### config.mk
export PLATFORM = sky130hd
export DESIGN_NAME = uart_core
export DESIGN_NICKNAME = d
export VERILOG_FILES = /design/src/hdl/uart_pkg.sv /design/src/hdl/uart_core.sv /design/src/hdl/uart_rx.sv /design/src/hdl/uart_tx.sv /design/src/hdl/sync_fifo.sv
export SDC_FILE = /design/constraint.sdc
export NUM_CORES = 1
export LEC_CHECK = 0
export BUFFER_PORTS_ARGS = -buffer_cell sky130_fd_sc_hd__buf_2
export CAP_MARGIN = 20
export CELL_PAD_IN_SITES_DETAIL_PLACEMENT = 0
export CELL_PAD_IN_SITES_GLOBAL_PLACEMENT = 1
export CORE_UTILIZATION = 50
export CTS_CLUSTER_DIAMETER = 40
export DETAILED_ROUTE_END_ITERATION = 7
export HOLD_SLACK_MARGIN = 0.06
export PLACE_DENSITY_LB_ADDON = 0.1
export SLEW_MARGIN = 0
export SYNTH_ARGS = -nofsm -noshare
export SYNTH_HDL_FRONTEND = slang
export SYNTH_SLANG_ARGS = --single-unit
### constraint.sdc
create_clock -name clk -period 3.5 [get_ports clk]
set_input_delay 0.175 -clock clk [delete_from_list [all_inputs] [get_ports clk]]
set_output_delay 0.175 -clock clk [all_outputs]
set_load 0.05 [all_outputs]
### src/hdl/uart_pkg.sv
/*
 * Fixed 8E1 format with no run-time configuration.
 * The bit period is kept short for simulation. Raise CLKS_PER_BAUD for real baud rates.
 */
package uart_pkg;

    // clocks per bit period.
    localparam int CLKS_PER_BAUD = 16;
    localparam int BAUD_CNT_W    = $clog2(CLKS_PER_BAUD);

    // entries in each buffer.
    localparam int FIFO_DEPTH = 4;

    typedef logic [7:0] tx_byte_t;

    // received byte with its error flags.
    typedef struct packed {
        logic [7:0] data;
        logic       parity_error;
        logic       framing_error;
    } rx_frame_t;

endpackage
### src/hdl/uart_core.sv
/*
 * UART peripheral: transmit buffer and serializer, receiver and receive buffer.
 * No back-pressure. Writes to a full transmit buffer and frames arriving
 * at a full receive buffer are dropped.
 */
`timescale 1ns/100ps

module uart_core (
    input  logic       clk,
    input  logic       nRst,
    input  logic       tx_write,
    input  logic [7:0] tx_data,
    output logic       tx_full,
    output logic       tx_serial,
    input  logic       rx_serial,
    input  logic       rx_read,
    output logic       rx_empty,
    output logic [7:0] rx_data,
    output logic       rx_parity_error,
    output logic       rx_framing_error
);
    uart_pkg::tx_byte_t  tx_head;
    logic                tx_not_empty;
    logic                tx_pop;
    uart_pkg::rx_frame_t rx_frame;
    logic                rx_frame_valid;
    uart_pkg::rx_frame_t rx_head;
    logic                rx_not_empty;

    sync_fifo #(.payload_t(uart_pkg::tx_byte_t), .DEPTH(uart_pkg::FIFO_DEPTH)) tx_fifo_i (
        .clk(clk), .nRst(nRst), .push(tx_write), .wdata(tx_data), .pop(tx_pop),
        .rdata(tx_head), .not_empty(tx_not_empty), .full(tx_full)
    );

    uart_tx tx_i (
        .clk(clk), .nRst(nRst), .byte_ready(tx_not_empty), .tx_byte(tx_head),
        .pop(tx_pop), .tx_serial(tx_serial)
    );

    uart_rx rx_i (
        .clk(clk), .nRst(nRst), .rx_serial(rx_serial),
        .frame_valid(rx_frame_valid), .frame(rx_frame)
    );

    // the buffer itself drops a frame that arrives while it is full.
    sync_fifo #(.payload_t(uart_pkg::rx_frame_t), .DEPTH(uart_pkg::FIFO_DEPTH)) rx_fifo_i (
        .clk(clk), .nRst(nRst), .push(rx_frame_valid), .wdata(rx_frame), .pop(rx_read),
        .rdata(rx_head), .not_empty(rx_not_empty), .full()
    );

    assign rx_empty         = !rx_not_empty;
    assign rx_data          = rx_head.data;
    assign rx_parity_error  = rx_head.parity_error;
    assign rx_framing_error = rx_head.framing_error;

endmodule

### src/hdl/uart_rx.sv
/*
 * 8E1 receiver with mid-bit sampling after a two-flop synchronizer.
 * A start bit that is high at its midpoint is treated as noise.
 * Every completed frame is emitted with its parity and framing flags.
 * After a frame the line must return high before a new start bit is accepted.
 */
`timescale 1ns/100ps

module uart_rx (
    input  logic                clk,
    input  logic                nRst,
    input  logic                rx_serial,
    output logic                frame_valid,
    output uart_pkg::rx_frame_t frame
);
    typedef enum logic [2:0] {
        IDLE,
        START,
        DATA,
        PARITY,
        STOP,
        CLEAN
    } rx_state_t;

    typedef logic [uart_pkg::BAUD_CNT_W-1:0] baud_cnt_t;

    logic       rx_meta;
    logic       rx_sync;
    rx_state_t  state;
    rx_state_t  next_state;
    baud_cnt_t  baud_cnt;
    baud_cnt_t  next_baud_cnt;
    logic [2:0] bit_idx;
    logic [2:0] next_bit_idx;
    logic       ones;
    logic       next_ones;
    logic       parity_error;
    logic       next_parity_error;
    logic [7:0] data_sr;
    logic       baud_half;
    logic       baud_end;

    assign baud_half = (baud_cnt == baud_cnt_t'((uart_pkg::CLKS_PER_BAUD - 1) / 2));
    assign baud_end  = (baud_cnt == baud_cnt_t'(uart_pkg::CLKS_PER_BAUD - 1));

    // line idles high.
    always_ff @(posedge clk, negedge nRst) begin
        if (!nRst) begin
            rx_meta <= 1'b1;
            rx_sync <= 1'b1;
        end else begin
            rx_meta <= rx_serial;
            rx_sync <= rx_meta;
        end
    end

    always_ff @(posedge clk, negedge nRst) begin
        if (!nRst) begin
            state        <= IDLE;
            baud_cnt     <= '0;
            bit_idx      <= '0;
            ones         <= 1'b0;
            parity_error <= 1'b0;
        end else begin
            state        <= next_state;
            baud_cnt     <= next_baud_cnt;
            bit_idx      <= next_bit_idx;
            ones         <= next_ones;
            parity_error <= next_parity_error;
        end
    end

    // lsb arrives first.
    always_ff @(posedge clk) begin
        if ((state == DATA) && baud_end) begin
            data_sr <= {rx_sync, data_sr[7:1]};
        end
    end

    always_comb begin
        next_state        = state;
        next_baud_cnt     = baud_cnt + 1'b1;
        next_bit_idx      = bit_idx;
        next_ones         = ones;
        next_parity_error = parity_error;
        frame_valid       = 1'b0;
        case (state)
            IDLE: begin
                next_baud_cnt = '0;
                if (!rx_sync) begin
                    next_state        = START;
                    next_bit_idx      = '0;
                    next_ones         = 1'b0;
                    next_parity_error = 1'b0;
                end
            end
            START: begin
                // recheck the start bit at its middle.
                if (baud_half) begin
                    next_baud_cnt = '0;
                    next_state    = rx_sync ? IDLE : DATA;
                end
            end
            DATA: begin
                if (baud_end) begin
                    next_baud_cnt = '0;
                    next_ones     = ones ^ rx_sync;
                    next_bit_idx  = bit_idx + 1'b1;
                    if (bit_idx == 3'd7) begin
                        next_state = PARITY;
                    end
                end
            end
            PARITY: begin
                // parity bit must equal the ones count modulo two.
                if (baud_end) begin
                    next_baud_cnt     = '0;
                    next_parity_error = (rx_sync != ones);
                    next_state        = STOP;
                end
            end
            STOP: begin
                if (baud_end) begin
                    next_baud_cnt = '0;
                    frame_valid   = 1'b1;
                    next_state    = CLEAN;
                end
            end
            CLEAN: begin
                next_baud_cnt = '0;
                if (rx_sync) begin
                    next_state = IDLE;
                end
            end
            default: begin
                next_baud_cnt = '0;
                next_state    = IDLE;
            end
        endcase
    end

    // framing flag is the stop bit sampled in the pulse cycle.
    assign frame = '{data: data_sr, parity_error: parity_error, framing_error: !rx_sync};

endmodule

### src/hdl/uart_tx.sv
/*
 * 8E1 serializer: start, eight data bits LSB first, even parity, stop.
 * Pops the next byte on the last stop cycle, so frames can run back to back.
 */
`timescale 1ns/100ps

module uart_tx (
    input  logic               clk,
    input  logic               nRst,
    input  logic               byte_ready,
    input  uart_pkg::tx_byte_t tx_byte,
    output logic               pop,
    output logic               tx_serial
);
    typedef enum logic [2:0] {
        IDLE,
        START,
        DATA,
        PARITY,
        STOP
    } tx_state_t;

    typedef logic [uart_pkg::BAUD_CNT_W-1:0] baud_cnt_t;

    tx_state_t          state;
    baud_cnt_t          baud_cnt;
    logic [2:0]         bit_idx;
    uart_pkg::tx_byte_t shift_reg;
    logic               parity;
    logic               baud_end;

    assign baud_end = (baud_cnt == baud_cnt_t'(uart_pkg::CLKS_PER_BAUD - 1));

    // take a byte when idle or when the stop bit is just ending.
    assign pop = byte_ready && ((state == IDLE) || ((state == STOP) && baud_end));

    always_ff @(posedge clk, negedge nRst) begin
        if (!nRst) begin
            state    <= IDLE;
            baud_cnt <= '0;
            bit_idx  <= '0;
            parity   <= 1'b0;
        end else if (pop) begin
            state    <= START;
            baud_cnt <= '0;
            bit_idx  <= '0;
            parity   <= 1'b0;
        end else if (state != IDLE) begin
            if (baud_end) begin
                baud_cnt <= '0;
                case (state)
                    START: state <= DATA;
                    DATA: begin
                        // running count of ones, modulo two.
                        parity  <= parity ^ shift_reg[0];
                        bit_idx <= bit_idx + 1'b1;
                        if (bit_idx == 3'd7) begin
                            state <= PARITY;
                        end
                    end
                    PARITY:  state <= STOP;
                    default: state <= IDLE;
                endcase
            end else begin
                baud_cnt <= baud_cnt + 1'b1;
            end
        end
    end

    always_ff @(posedge clk) begin
        if (pop) begin
            shift_reg <= tx_byte;
        end else if ((state == DATA) && baud_end) begin
            shift_reg <= {1'b0, shift_reg[7:1]};
        end
    end

    always_comb begin
        case (state)
            START:   tx_serial = 1'b0;
            DATA:    tx_serial = shift_reg[0];
            PARITY:  tx_serial = parity;
            default: tx_serial = 1'b1;
        endcase
    end

endmodule

### src/hdl/sync_fifo.sv
/*
 * Show-ahead circular buffer. rdata is only meaningful while not_empty is high.
 * Push on full is dropped unless paired with a pop. Pop on empty is ignored.
 */
`timescale 1ns/100ps

module sync_fifo #(
    parameter type payload_t = logic [7:0],
    parameter int  DEPTH     = 4
) (
    input  logic     clk,
    input  logic     nRst,
    input  logic     push,
    input  payload_t wdata,
    input  logic     pop,
    output payload_t rdata,
    output logic     not_empty,
    output logic     full
);
    localparam int PTR_W = (DEPTH > 1) ? $clog2(DEPTH) : 1;
    localparam int CNT_W = $clog2(DEPTH + 1);

    payload_t         mem [DEPTH];
    logic [PTR_W-1:0] rd_ptr;
    logic [PTR_W-1:0] wr_ptr;
    logic [CNT_W-1:0] count;
    logic             do_push;
    logic             do_pop;

    function automatic logic [PTR_W-1:0] next_ptr(input logic [PTR_W-1:0] ptr);
        return (ptr == PTR_W'(DEPTH - 1)) ? '0 : ptr + 1'b1;
    endfunction

    assign do_pop  = pop && not_empty;
    // a pop frees the slot for a push in the same cycle.
    assign do_push = push && (!full || do_pop);

    assign not_empty = (count != '0);
    assign full      = (count == CNT_W'(DEPTH));
    assign rdata     = mem[rd_ptr];

    always_ff @(posedge clk) begin
        if (do_push) begin
            mem[wr_ptr] <= wdata;
        end
    end

    always_ff @(posedge clk, negedge nRst) begin
        if (!nRst) begin
            rd_ptr <= '0;
            wr_ptr <= '0;
            count  <= '0;
        end else begin
            if (do_push) begin
                wr_ptr <= next_ptr(wr_ptr);
            end
            if (do_pop) begin
                rd_ptr <= next_ptr(rd_ptr);
            end
            case ({do_push, do_pop})
                2'b10:   count <= count + 1'b1;
                2'b01:   count <= count - 1'b1;
                default: count <= count;
            endcase
        end
    end

endmodule

# Yosys cells after proc, flatten, opt, wreduce, memory -nomap -nowiden
# Memories as Yosys holds them, arrays and structs flattened.
# Cells that the tools add are included.
dict set report totals {
  ff_bits 55
  latchBits 0
  ramBits 72
  romBits 0
  inputBits 13
  output_inout_bits 13
  wordCells 153
  memories 2
}
# memory depth width read_ports rd_clocked_by_memory_dff wr line
set memory_table {}
lappend memory_table {rx_fifo_i.mem 4 10 1 0 1 sync_fifo.sv:23} ;# payload_t mem [DEPTH];
lappend memory_table {tx_fifo_i.mem 4 8 1 0 1 sync_fifo.sv:23}
dict set report classes {
  add_sub_neg 12
  n_mul 0
  div 0
  n_lt_le_gt_ge 0
  n_eq_ne 33
  shift 0
  n_mux 51
  bitwise 2
  reduce_logical 34
}
# op count
set ops {}
lappend ops {{3-bit 2-to-1 mux} 17}
lappend ops {{3-bit == test (second input constant)} 7}
lappend ops {{4-bit 2-to-1 mux} 5}
lappend ops {{3-bit case mux with 2 select lines} 3}
lappend ops {{3-bit case mux with 6 select lines} 1}
lappend ops {{8-bit 2-to-1 mux} 2}
lappend ops {{2-bit nonzero test} 8}
lappend ops {{1-bit 2-to-1 mux} 13}
lappend ops {{3-bit by 1-bit adder with 3-bit output (second input constant)} 4}
lappend ops {{2-bit == test (second input constant)} 6}
lappend ops {{3-bit by 2-bit == test with 1-bit output (second input constant)} 4}
lappend ops {{3-bit AND reduction} 4}
lappend ops {{2-bit 2-to-1 mux} 5}
lappend ops {{2-bit by 1-bit != test with 1-bit output (second input constant)} 5}
lappend ops {{3-bit case mux with 3 select lines} 1}
lappend ops {{3-bit nonzero test} 3}
lappend ops {{2-bit by 1-bit adder with 2-bit output (second input constant)} 4}
lappend ops {{4-bit by 1-bit adder with 4-bit output (second input constant)} 2}
lappend ops {{4-bit == test (second input constant)} 2}
lappend ops {{1-bit logical AND} 8}
lappend ops {{4-bit case mux with 2 select lines} 1}
lappend ops {{7-bit AND reduction} 1}
lappend ops {{3-bit by 1-bit == test with 1-bit output (second input constant)} 2}
lappend ops {{3-bit logical NOT} 2}
lappend ops {{12 further kinds} 22}

# Depth between registers and ports, before layout
# Gate-level depths: netlist (run 1).
dict set report depth {
  word_depth 9
  ltp_mapped 12
  mapped_depth_nobuf 11
}

# Hierarchy
# From an unflattened synthesis (run 1), not the netlist that was laid out.
dict set report hier_totals {
  cells_unflattened 363
  area_unflattened_um2 5634.2
}
# module instances cells_each area_each_um2 seq_area_each_um2
set modules_own_cells {}
lappend modules_own_cells {{sync_fifo (rx_fifo_i)} 1 101 1960.6 1376.3}
lappend modules_own_cells {{sync_fifo (tx_fifo_i)} 1 83 1615.3 1136.1}
lappend modules_own_cells {uart_rx 1 84 1028.5 593.1}
lappend modules_own_cells {uart_tx 1 94 1026.0 515.5}
lappend modules_own_cells {uart_core 1 1 3.8 0.0}

# Worst setup path before layout (run 1)
# OpenSTA, ideal clock, no wires.
dict set report synth_timing {
  path_type {register to register}
  start {register rx_fifo_i.count[0]}
  end {register rx_fifo_i.count[1]}
  setup_ns 0.083
  arrival_ns 2.651
  required_time_ns 3.417
  path_slack_ns 0.766
  stages_incl_launch_ff 8
  synth_period_minus_slack_ns 2.734
  path_cell_list {dfrtp_1 -> nor3_1 -> nand2b_1 -> inv_1 -> ha_1 -> inv_1 -> fa_1 -> o21ai_0}
}
dict set report synth_between {
  elab_chain_cells 6
  word_cells_on_any_way 12
  cone_classes {add/sub: 2; eq/ne: 3; mux: 1; reduce/logical: 6}
}
# item line
set synth_rtl {}
lappend synth_rtl {{start: declaration} sync_fifo.sv:26} ;# logic [CNT_W-1:0] count;
lappend synth_rtl {{start signal: assignment} sync_fifo.sv:61} ;# 2'b10: count <= count + 1'b1;
lappend synth_rtl {{start signal: assignment} sync_fifo.sv:62} ;# 2'b01: count <= count - 1'b1;
lappend synth_rtl {{start signal: assignment} sync_fifo.sv:63} ;# default: count <= count;
lappend synth_rtl {{3-bit nonzero test *} sync_fifo.sv:38} ;# assign not_empty = (count != '0);
lappend synth_rtl {{1-bit logical AND *} sync_fifo.sv:34} ;# assign do_pop = pop && not_empty;
lappend synth_rtl {{named net rx_fifo_i.do_pop} sync_fifo.sv:28} ;# logic do_pop;
lappend synth_rtl {{1-bit logical OR} sync_fifo.sv:36} ;# assign do_push = push && (!full || do_pop);
lappend synth_rtl {{1-bit logical AND} sync_fifo.sv:36}
lappend synth_rtl {{2-bit by 1-bit == test with 1-bit output or 2-bit == test (tied branches)} sync_fifo.sv:60} ;# case ({do_push, do_pop})
lappend synth_rtl {{3-bit case mux with 2 select lines or 2-bit nonzero test (tied branches)} n/a}
# The timed path passes the listed nets; every way through them passes the cells marked *.
# A chain may end at the register's enable or synchronous reset.

# Worst setup path after layout (run 1)
dict set report layout_timing {
  start {register tx_i.baud_cnt[0]}
  end {register tx_fifo_i.count[2]}
}
dict set report layout_between {
  elab_chain_cells 9
  word_cells_on_any_way 11
  cone_classes {eq/ne: 3; mux: 1; reduce/logical: 7}
}
# item line
set layout_rtl {}
lappend layout_rtl {{start: declaration} uart_tx.sv:26} ;# baud_cnt_t baud_cnt;
lappend layout_rtl {{start signal: assignment} uart_tx.sv:65} ;# baud_cnt <= baud_cnt + 1'b1;
lappend layout_rtl {{4-bit == test *} uart_tx.sv:32} ;# assign baud_end = (baud_cnt == baud_cnt_t'(uart_pkg::CLKS_PER_BAUD - 1));
lappend layout_rtl {{1-bit logical AND *} uart_tx.sv:35} ;# assign pop = byte_ready && ((state == IDLE) || ((state == STOP) && baud_end));
lappend layout_rtl {{1-bit logical OR *} uart_tx.sv:35}
lappend layout_rtl {{1-bit logical AND *} uart_tx.sv:35}
lappend layout_rtl {{1-bit logical AND *} sync_fifo.sv:34}
lappend layout_rtl {{1-bit logical OR} sync_fifo.sv:36}
lappend layout_rtl {{1-bit logical AND} sync_fifo.sv:36}
lappend layout_rtl {{2-bit by 1-bit == test with 1-bit output or 2-bit == test (tied branches)} sync_fifo.sv:60}
lappend layout_rtl {{3-bit case mux with 2 select lines or 2-bit nonzero test (tied branches)} n/a}
lappend layout_rtl {{end signal: assignment} sync_fifo.sv:61}
lappend layout_rtl {{end signal: assignment} sync_fifo.sv:62}
lappend layout_rtl {{end signal: assignment} sync_fifo.sv:63}
lappend layout_rtl {{end: declaration} sync_fifo.sv:26}
# Mark *: on every way between the ends. The rest lies on a longest branch, timed or not.

==> qor.yml, run 1 <==
timing:
  period_minus_slack_ps: 2610
  setup_viol: 0
  slew-limit-headroom: 0.386
  rsz0062_at_grt: "false"
  skew_ps: 6.11
  finalSetupTns_ps: 0
  fin_ws_ps: 889
  min_period_over_period: 0.746
  finalMaxSlewViolations: 0
  finalHoldViolCount: 0
  max_clock_freq_mhz: 383
  tightest_slew_ps: 922
  hold_ws_ps: 150
finish:
  drive_gt1_frac: 0.234
  postLayoutCellArea_um2: 6370
  diodes: 0
  largest-register: "rx_fifo_i.mem"
  nNetsFinal: 421
  largestRegisters: "rx_fifo_i.mem x40, tx_fifo_i.mem x32"
  register_area_um2: 3620
  syn_to_final_growth_pct: 17.3
  num-fill-cells: 806
  largest_register_ff_count: 40
  stdcell_count: 537
  multi_input_area_um2: 1670
routing:
  dr.first_iter.drc_count: 139
  wire_per_inst_um: 16.5
  wl_um: 8830
  num_vias: 2861
  via_per_inst: 5.33
  drc: 0
  dr.pass1.iters: 4
  antenna_left: 0
pwr:
  peakVddDrop_mv: 0.534
  combPwrFrac: 0.257
  powerDensity_nw_per_um2: 842
  leakagePower_nw: 2.43
  p_switching_w: 0.00169
  swShare: 0.314
  power_frac_seq: 0.418
  intPower_w: 0.00368
  p_clk_frac: 0.325
setup_path:
  start_kind: "flop"
  crit_required_ps: 3900
  cp_data_arrival_time_ps: 3010
  endpoint: "tx_fifo_i.count[2]"
  r2r-start: "tx_i.baud_cnt[0]"
  path_class: "flop to flop"
  endpoint_kind: "flop"
  r2r-end: "tx_fifo_i.count[2]"
  r2r_cells: 12
  crit_path_start: "tx_i.baud_cnt[0]"
  cp_max_fo: 18
  r2r_slack_ps: 890
global_route:
  grt_overflow_total: 0
  grt_usage: 0.183
  grt_pass1_wl_um: 15000
  antenna_found_initial: 0
  grt_max_degree: 40
  grt_pass1_vias: 2993
synth:
  async_reset_ff_frac: 0.307
  syn_avg_cell_area_um2: 15.7
  yosys_warnings: 0
  synth_seq_cells: 127
  yosysSeqAreaShare: 0.667
  synth_flop_cell: "edfxtp_1"
  yosysUniqueCellTypes: 49
  syn_nets: 379
  synth_edf_count: 88
  syn_inst: 346
  syn_area_um2: 5430
place:
  gp_congestion: 0.744
  place_area_um2: 5670
  port_buffers: 25
  dp_cells: 495
  hpwl_um: 5600
  pre_cts_ws_ps: 885
clock_tree:
  clockBufferDepth: 2
  clkTransAtPathRegs_ps: 60
  postCtsResizedCells: 0
  worstSkewPairLatency_ps: 520
  cts_max_level: 4
  cts_tree: "yes"
  cts-root-buf: "clkbuf_8"
  numClockSinks: 127
  cts_made_buffers: 17
floorplanning:
  die_x_um: 106
  io_pins: 26
  die_area_um2: 11300
  row_count: 37
  die_h_um: 106
  start_util: 0.522
  core_um2: 10400
worst_hold_path:
  hp-class: "input port to flop"
outcome:
  outcome: "finished clean"
run:
  max-cap-violations: 0
==> through the flow <==
step	power, W	utilization
3_3_place_gp	0.00363	0.545
6_report	0.00536	0.612
4_1_cts	0.00543	0.612
3_5_place_dp	0.00366	0.545
2_1_floorplan	0.00335	-
5_1_grt	0.00568	0.612
==> metal layers <==
layer | global-route usage | vias up | part of all wire
met4 | 0.0714 | 0 | 0.015
li1 | - | 1398 | -
met1 | 0.235 | 1398 | 0.47
met3 | 0.0625 | 13 | 0.032
met2 | 0.287 | 52 | 0.48
met5 | 0 | - | 0
==> worst min-delay path by stage <==
stage | from | endpoint | slack (ps) | depth (start not counted)
after floorplan | nRst | rx_fifo_i.count[0] | -120 | 0
after global placement | rx_serial | rx_i.rx_meta | 280 | 1
after detailed placement | rx_serial | rx_i.rx_meta | 280 | 1
after CTS | rx_read | rx_fifo_i.rd_ptr[0] | 130 | 3
after global routing | tx_write | tx_fifo_i.wr_ptr[1] | 130 | 3
final | tx_write | tx_fifo_i.wr_ptr[0] | 150 | 3
==> what timing repair did <==
action / in CTS / in global routing
setup buffers: 0 / 0
hold buffers: 10 / 0
endpoints found under the hold margin: 70 / 0
==> cells in the mapped netlist (4+ instances only) <==
cell type	n	area share
edfxtp_1	88	0.49
dfrtp_1	37	0.17
inv_1	20	0.014
ha_1	18	0.041
mux4_2	18	0.075
nand2_1	16	0.011
o21ai_0	16	0.015
and2_1	11	0.013
nor2_1	11	0.0076
mux2_2	10	0.021
nor3_1	10	0.0092
a22o_1	8	0.013
clkbuf_1	8	0.0055
nand3_1	8	0.0074
xor2_1	7	0.011
nand2b_1	5	0.0058
and3_1	4	0.0046
nor2b_1	4	0.0046
==> layout make-up <==
type                            instances  share of cell area
Sequential cell                       127               0.568
Multi-Input combinational cell        185               0.261
Clock buffer                           22              0.0727
Timing Repair Buffer                   37              0.0377
Tap cell                              136              0.0267
Clock inverter                         10              0.0212
Inverter                               20              0.0118
==> cell families after synthesis <==
group                    after synthesis  share of synthesized area
AO/OA/AOI/OAI                         46                     0.0617
XOR/XNOR                              10                     0.0161
adder cells (fa/ha/maj)               20                     0.0488
buffers and inverters                 34                     0.0269
flip-flops                           127                      0.667
multiplexers                          32                      0.105
AND/OR/NAND/NOR                       77                     0.0744
==> worst max-delay path, cell delays in order, from the launching register on <==
cell and delay, ps:
dfrtp_1 380, ha_1 230, nand3_2 130, a2111o_1 430
buf_4 210, a21boi_4 240, inv_1 70, ha_1 200
inv_1 80, fa_1 190, xor2_1 140, nor2_1 60
xor2_1 130
==> cell usage in the layout, fill, tap and decap left out, types with 3 or more instances in the layout <==
cell and n:
clkbuf_16 16, nor2_1 11, nand3_1 8, mux4_2 18, nor3_1 10, a22o_1 8, o21ai_0 16, ha_1 18
xnor2_1 3, dfrtp_1 37, a41oi_1 3, and3_1 4, and2_1 11, nor2b_1 4, dlygate4sd3_1 10, edfxtp_1 88
mux2_2 10, nand2b_1 5, clkbuf_8 4, bufinv_16 3, clkinvlp_4 4, clkinv_2 3, mux2_4 3, inv_1 20
xor2_1 7, buf_2 25, nand2_1 16
==> power by group through the flow <==
| stage | combinational (W) | clock, W | sequential, W |
|---|---|---|---|
| global route | 0.00153 | 0.00184 | 0.00231 |
| finish | 0.00138 | 0.00174 | 0.00224 |
| CTS | 0.00140 | 0.00177 | 0.00225 |
| floorplan | 0.00127 | 0 | 0.00208 |
| global placement | 0.00136 | 0 | 0.00227 |
| detailed placement | 0.00138 | 0 | 0.00228 |
No activity file was read; power rests on OpenSTA's default activity.
==> run 2, diff against run 1 <==
--- a/config.mk
+++ b/config.mk
@@ -9,7 +9,7 @@
 export CAP_MARGIN = 20
 export CELL_PAD_IN_SITES_DETAIL_PLACEMENT = 0
 export CELL_PAD_IN_SITES_GLOBAL_PLACEMENT = 1
-export CORE_UTILIZATION = 50
+export CORE_UTILIZATION = 47
 export CTS_CLUSTER_DIAMETER = 40
 export DETAILED_ROUTE_END_ITERATION = 7
 export HOLD_SLACK_MARGIN = 0.06
==> constraint.sdc (replaced) <==
create_clock -name clk -period 2.35 [get_ports clk]
set_input_delay 0.1175 -clock clk [delete_from_list [all_inputs] [get_ports clk]]
set_output_delay 0.1175 -clock clk [all_outputs]
set_load 0.05 [all_outputs]
==> run 2 against run 1 <==
  * Sequential share of layout area decreased by 1.4 points
  * Largest cell class unchanged
  * Cell area is 2.6% higher
  * Largest power group unchanged
  * Critical endpoint unchanged
  * Highest routed layer unchanged
  * Fmax rose by 17%
==> qor.yml, run 2 (synthesis gave the netlist of run 1 again) <==
setup_path:
  r2r_slack_ps: 120
  cp_data_arrival_time_ps: 2530
  start_kind: "flop"
  cp_max_fo: 4
  path_class: "flop to flop"
  r2r-end: "tx_fifo_i.count[2]"
  crit_required_ps: 2640
  endpoint_kind: "flop"
  crit_path_start: "tx_i.baud_cnt[1]"
  endpoint: "tx_fifo_i.count[2]"
  r2r-start: "tx_i.baud_cnt[1]"
  r2r_cells: 11
global_route:
  grt_overflow_total: 0
  antenna_found_initial: 0
  grt_pass1_vias: 2983
  grt_usage: 0.176
  grt_pass1_wl_um: 15100
  grt_max_degree: 40
timing:
  tightest_slew_ps: 564
  max_clock_freq_mhz: 448
  rsz0062_at_grt: "true"
  hold_ws_ps: 144
  min_period_over_period: 0.951
  finalHoldViolCount: 0
  setup_viol: 0
  slew-limit-headroom: 0.624
  skew_ps: 5.71
  period_minus_slack_ps: 2230
  finalMaxSlewViolations: 0
floorplanning:
  start_util: 0.493
  io_pins: 26
  die_area_um2: 12000
  core_um2: 11000
  row_count: 38
  die_x_um: 110
  die_h_um: 110
clock_tree:
  cts_made_buffers: 17
  worstSkewPairLatency_ps: 410
  cts_max_level: 4
  numClockSinks: 127
  cts_tree: "yes"
  clockBufferDepth: 2
  cts-root-buf: "clkbuf_16"
  clkTransAtPathRegs_ps: 60
pwr:
  intPower_w: 0.00545
  p_clk_frac: 0.306
  power_frac_seq: 0.398
  peakVddDrop_mv: 0.708
  powerDensity_nw_per_um2: 1220
  combPwrFrac: 0.296
  swShare: 0.319
  leakagePower_nw: 2.52
  p_switching_w: 0.00255
routing:
  dr.first_iter.drc_count: 119
  drc: 0
  antenna_left: 0
  num_vias: 2934
  via_per_inst: 5.24
  wire_per_inst_um: 16.2
  wl_um: 9070
  dr.pass1.iters: 6
finish:
  largestRegisters: "rx_fifo_i.mem x40, tx_fifo_i.mem x32"
  register_area_um2: 3620
  num-fill-cells: 874
  largest_register_ff_count: 40
  most-common-layout-cells: "88 x edfxtp_1, 36 x dfrtp_1, 25 x buf_2"
  stdcell_count: 560
  diodes: 0
  nNetsFinal: 441
  multi_input_area_um2: 1700
  largest-register: "rx_fifo_i.mem"
  syn_to_final_growth_pct: 20.3
  drive_gt1_frac: 0.283
  final_common_cell: "edfxtp_1"
  utilization: 0.592
place:
  hpwl_um: 5650
  dp_cells: 517
  port_buffers: 25
  gp_congestion: 0.704
run:
  max-cap-violations: 0
outcome:
  outcome: "finished clean"
worst_hold_path:
  hp-class: "input port to flop"
[run 2: cell types whose count changed in the layout (fill, tap and decap cells not counted), moves of 3 or more]
| cell | previous run | this run |
|---|---|---|
| clkbuf_8 | 4 | 0 |
| inv_1 | 20 | 17 |
| clkinv_1 | 0 | 3 |
| inv_2 | 0 | 3 |
| buf_4 | 2 | 21 |
[run 2: routing by layer]
| metal | track usage | wire, um | up-vias |
|---|---|---|---|
| li1 | - | - | 1439 |
| met4 | 0.0686 | 99 | 0 |
| met5 | 0 | 0 | - |
| met2 | 0.262 | 4140 | 41 |
| met3 | 0.0640 | 333 | 11 |
| met1 | 0.236 | 4490 | 1443 |
[run 2: critical path, stage by stage (launching register included)]
cell and delay [ps]:
dfrtp_1 400, ha_4 160, nand3_2 80, a2111o_1 500
a21boi_4 190, inv_2 60, ha_4 160, inv_2 50
fa_2 180, xor2_1 130, nor2_1 70, xor2_1 150
[run 2: final cells by class]
type	count	share of cell area
multi-input combinational	185	0.260
clock inverter	13	0.0190
timing repair buffer	57	0.0628
tap	140	0.0268
sequential	127	0.554
inverter	20	0.0115
clock buffer	18	0.0657
[run 2: what timing repair did]
action / CTS / global route
endpoints found under the setup margin: 0 / 1
gates resized for setup: 0 / 3
hold endpoints to repair: 70 / 0
hold buffers: 10 / 0
buffers inserted: 0 / 1
[run 2: power groups by stage]
stage                     Clock [W]  Combinational [W]  Sequential (W)
after floorplan                   0            0.00191         0.00310
after global placement            0            0.00233         0.00320
after detailed placement          0            0.00238         0.00322
after CTS                   0.00250            0.00240         0.00318
after global routing        0.00260            0.00263         0.00325
final                       0.00244            0.00237         0.00318
[run 2: worst min-delay path by stage]
stage / from / end / slack [ps] / cells after the start
2_1_floorplan: nRst / rx_fifo_i.count[0] / -180 / 0
3_3_place_gp: rx_serial / rx_i.rx_meta / 230 / 1
3_5_place_dp: rx_serial / rx_i.rx_meta / 230 / 1
4_1_cts: rx_read / rx_fifo_i.rd_ptr[0] / 130 / 3
5_1_grt: rx_read / rx_fifo_i.rd_ptr[0] / 150 / 3
6_report: rx_read / rx_fifo_i.rd_ptr[0] / 140 / 3
[run 2: per-stage QoR]
stage	setup slack, ps	instance area, um2	total power (W)	setup TNS (ps)
floorplan	7.71	5460	0.00501	0
global placement	138	5830	0.00553	0
detailed placement	90.6	5830	0.00560	0
CTS	79.7	6490	0.00809	0
global route	-60.0	6530	0.00848	-60.0
finish	116	6530	0.00800	0
==> run 3, diff against run 2 <==
--- a/config.mk
+++ b/config.mk
@@ -9,7 +9,7 @@
 export CAP_MARGIN = 20
 export CELL_PAD_IN_SITES_DETAIL_PLACEMENT = 0
 export CELL_PAD_IN_SITES_GLOBAL_PLACEMENT = 1
-export CORE_UTILIZATION = 47
+export CORE_UTILIZATION = 50
 export CTS_CLUSTER_DIAMETER = 40
 export DETAILED_ROUTE_END_ITERATION = 7
 export HOLD_SLACK_MARGIN = 0.06
@@ -17,4 +17,5 @@
 export SLEW_MARGIN = 0
 export SYNTH_ARGS = -nofsm -noshare
 export SYNTH_HDL_FRONTEND = slang
+export SYNTH_HIERARCHICAL = 1
 export SYNTH_SLANG_ARGS = --single-unit
==> constraint.sdc (replaced) <==
create_clock -name clk -period 2.65 [get_ports clk]
set_input_delay 0.1325 -clock clk [delete_from_list [all_inputs] [get_ports clk]]
set_output_delay 0.1325 -clock clk [all_outputs]
set_load 0.05 [all_outputs]
==> run 3 against run 2 <==
  * Global-route usage is 0.096 points higher
  * Cell area grew 1.8%
  * Clock power down 11%
  * Power shrank 23%
  * Die area down 2.6%
  * Non-clock buffer count fell by 7
  * Via count grew 4.5%
  * First-iteration DRC count up 50%
  * Cell count is 1.6% higher
  * Sequential share of layout area shrank 1.0 points
  * Register-to-register slack improved by 120 ps
  * Hold slack worse by 22 ps
==> qor.yml, run 3 <==
global_route:
  grt_pass1_vias: 3009
  antenna_found_initial: 0
  grt_overflow_total: 0
  grt_pass1_wl_um: 15200
  grt_usage: 0.177
  grt_max_degree: 40
finish:
  syn_to_final_growth_pct: 18.2
  largest_register_ff_count: 40
  nNetsFinal: 448
  diodes: 0
  drive_gt1_frac: 0.294
  num-fill-cells: 809
  largest-register: "rx_fifo_i/mem"
  largestRegisters: "rx_fifo_i/mem x40, tx_fifo_i/mem x32"
  final_common_cell: "edfxtp_1"
  most-common-layout-cells: "88 x edfxtp_1, 37 x dfrtp_1, 25 x buf_2"
clock_tree:
  clockBufferDepth: 2
  numClockSinks: 127
  cts-root-buf: "clkbuf_8"
  cts_max_level: 4
  cts_made_buffers: 17
  clkTransAtPathRegs_ps: 60
  cts_tree: "yes"
  cts_setup_buffers: 0
  worstSkewPairLatency_ps: 510
place:
  gp_congestion: 0.724
  port_buffers: 25
  hpwl_um: 5930
run:
  max-cap-violations: 0
routing:
  dr.pass1.iters: 4
  wire_per_inst_um: 16.3
  dr.first_iter.drc_count: 178
  drc: 0
  wl_um: 9260
  via_per_inst: 5.39
  num_vias: 3066
  antenna_left: 0
pwr:
  peakVddDrop_mv: 0.558
  leakagePower_nw: 2.56
  total_power_w: 0.00617
  powerDensity_nw_per_um2: 928
setup_path:
  cp_num_buf_inv: 2
  path_class: "flop to flop"
  crit_required_ps: 3080
  r2r-start: "tx_i/baud_cnt[0]"
  endpoint_kind: "flop"
  cp_cell_sequence: "ha_2 > nand3_1 > a211oi_4 > nand2_1 > inv_1 > ha_1 > inv_1 > fa_1 > xor2_1 > nor2_1 > xor2_1"
  cp_data_arrival_time_ps: 2850
  slowest_delay_ps: 400
  r2r_slack_ps: 230
  crit_cells: 11
  r2r_cells: 11
  r2r-end: "tx_fifo_i/count[2]"
  critPathTopFamily: "adder cells"
  start_kind: "flop"
  cp_slowest_cell: "dfrtp_1"
  cp_max_fo: 6
worst_hold_path:
  hp-class: "input port to asynchronous set/reset pin"
timing:
  finalMaxSlewViolations: 0
  rsz0062_at_grt: "false"
  finalHoldViolCount: 0
  max_clock_freq_mhz: 414
  finalSetupTns_ps: 0
  slew-limit-headroom: 0.604
  skew_ps: 8.35
  period_minus_slack_ps: 2420
  min_period_over_period: 0.912
  setup_viol: 0
  tightest_slew_ps: 595
floorplanning:
  die_area_um2: 11700
  core_um2: 10900
  row_count: 38
  die_x_um: 108
  die_h_um: 108
  io_pins: 26
  start_util: 0.517
synth:
  yosys_warnings: 6
  syn_area_um2: 5630
  syn_avg_cell_area_um2: 15.5
  syn_nets: 394
  syn_inst: 362
outcome:
  outcome: "finished clean"
-- run 3: changes by cell type in the layout (fill, tap and decap cells not counted), sizes merged, moves of 4 or more --
| cell | change |
|---|---|
| buf | -9 |
| a22o | -5 |
| mux2 | +6 |
| nor2 | +4 |
| a21oi | +7 |
| nor3 | -6 |
| nand2 | -4 |
-- run 3: final cells by class --
| class | count | area [um2] | area share |
|---|---|---|---|
| multi-input cells | 200 | 1870 | 0.281 |
| inverters | 20 | 75.1 | 0.0113 |
| clock inverters | 15 | 143 | 0.0214 |
| repair buffers | 50 | 355 | 0.0534 |
| well taps | 140 | 175 | 0.0263 |
| flip-flops and latches | 127 | 3620 | 0.544 |
| clock buffers | 17 | 414 | 0.0623 |
-- run 3: repair_timing --
item | in CTS | in global routing
resized for setup | 0 | 3
hold buffers | 12 | 0
setup endpoints to repair | 0 | 1
hold endpoints to repair | 74 | 0
-- run 3: per-stage QoR --
| stage | cells | util | worst slack, ps | hold slack, ps | instance area [um2] |
|---|---|---|---|---|---|
| 2_1_floorplan | 362 | - | 124 | -163 | 5630 |
| 3_3_place_gp | 524 | 0.546 | 178 | 237 | 5940 |
| 3_5_place_dp | 524 | 0.546 | 126 | 240 | 5940 |
| 4_1_cts | 568 | 0.608 | 104 | 233 | 6620 |
| 5_1_grt | 569 | 0.611 | 9.82 | 146 | 6650 |
| 6_report | 569 | 0.611 | 234 | 121 | 6650 |
-- run 3: report_power, final --
part	internal (W)	total (W)	switching, W
Combinational	0.000624	0.00149	0.000867
Sequential	0.00234	0.00253	0.000181
Clock	0.00133	0.00216	0.000829
Total	0.00430	0.00617	0.00188
-- run 3: worst max-delay path by stage --
stage,startpoint,to,slack [ps]
after floorplan,tx_fifo_i/count[0],tx_fifo_i/count[2],120
after global placement,tx_fifo_i/count[0],tx_fifo_i/count[2],180
after detailed placement,tx_fifo_i/count[0],tx_fifo_i/count[2],130
after CTS,tx_fifo_i/count[0],tx_fifo_i/count[2],100
after global routing,tx_i/baud_cnt[0],tx_fifo_i/count[2],10
final,tx_i/baud_cnt[0],tx_fifo_i/count[2],230
-- run 3: worst reg2reg max path: cells and delay by family (launching register included) --
kind,cells,cell delay [ps]
xor+xnor,2,300
fa+ha+maj,3,780
compound gates,1,300
buf+inv,2,140
simple gates,3,430
flops,1,400
-- run 3: metal layers --
| layer | up-vias | share of wire | track usage |
|---|---|---|---|
| li1 | 1485 | - | - |
| met1 | 1534 | 0.50 | 0.252 |
| met2 | 39 | 0.46 | 0.257 |
| met3 | 8 | 0.025 | 0.0470 |
| met4 | 0 | 0.0095 | 0.0734 |
| met5 | - | 0 | 0 |
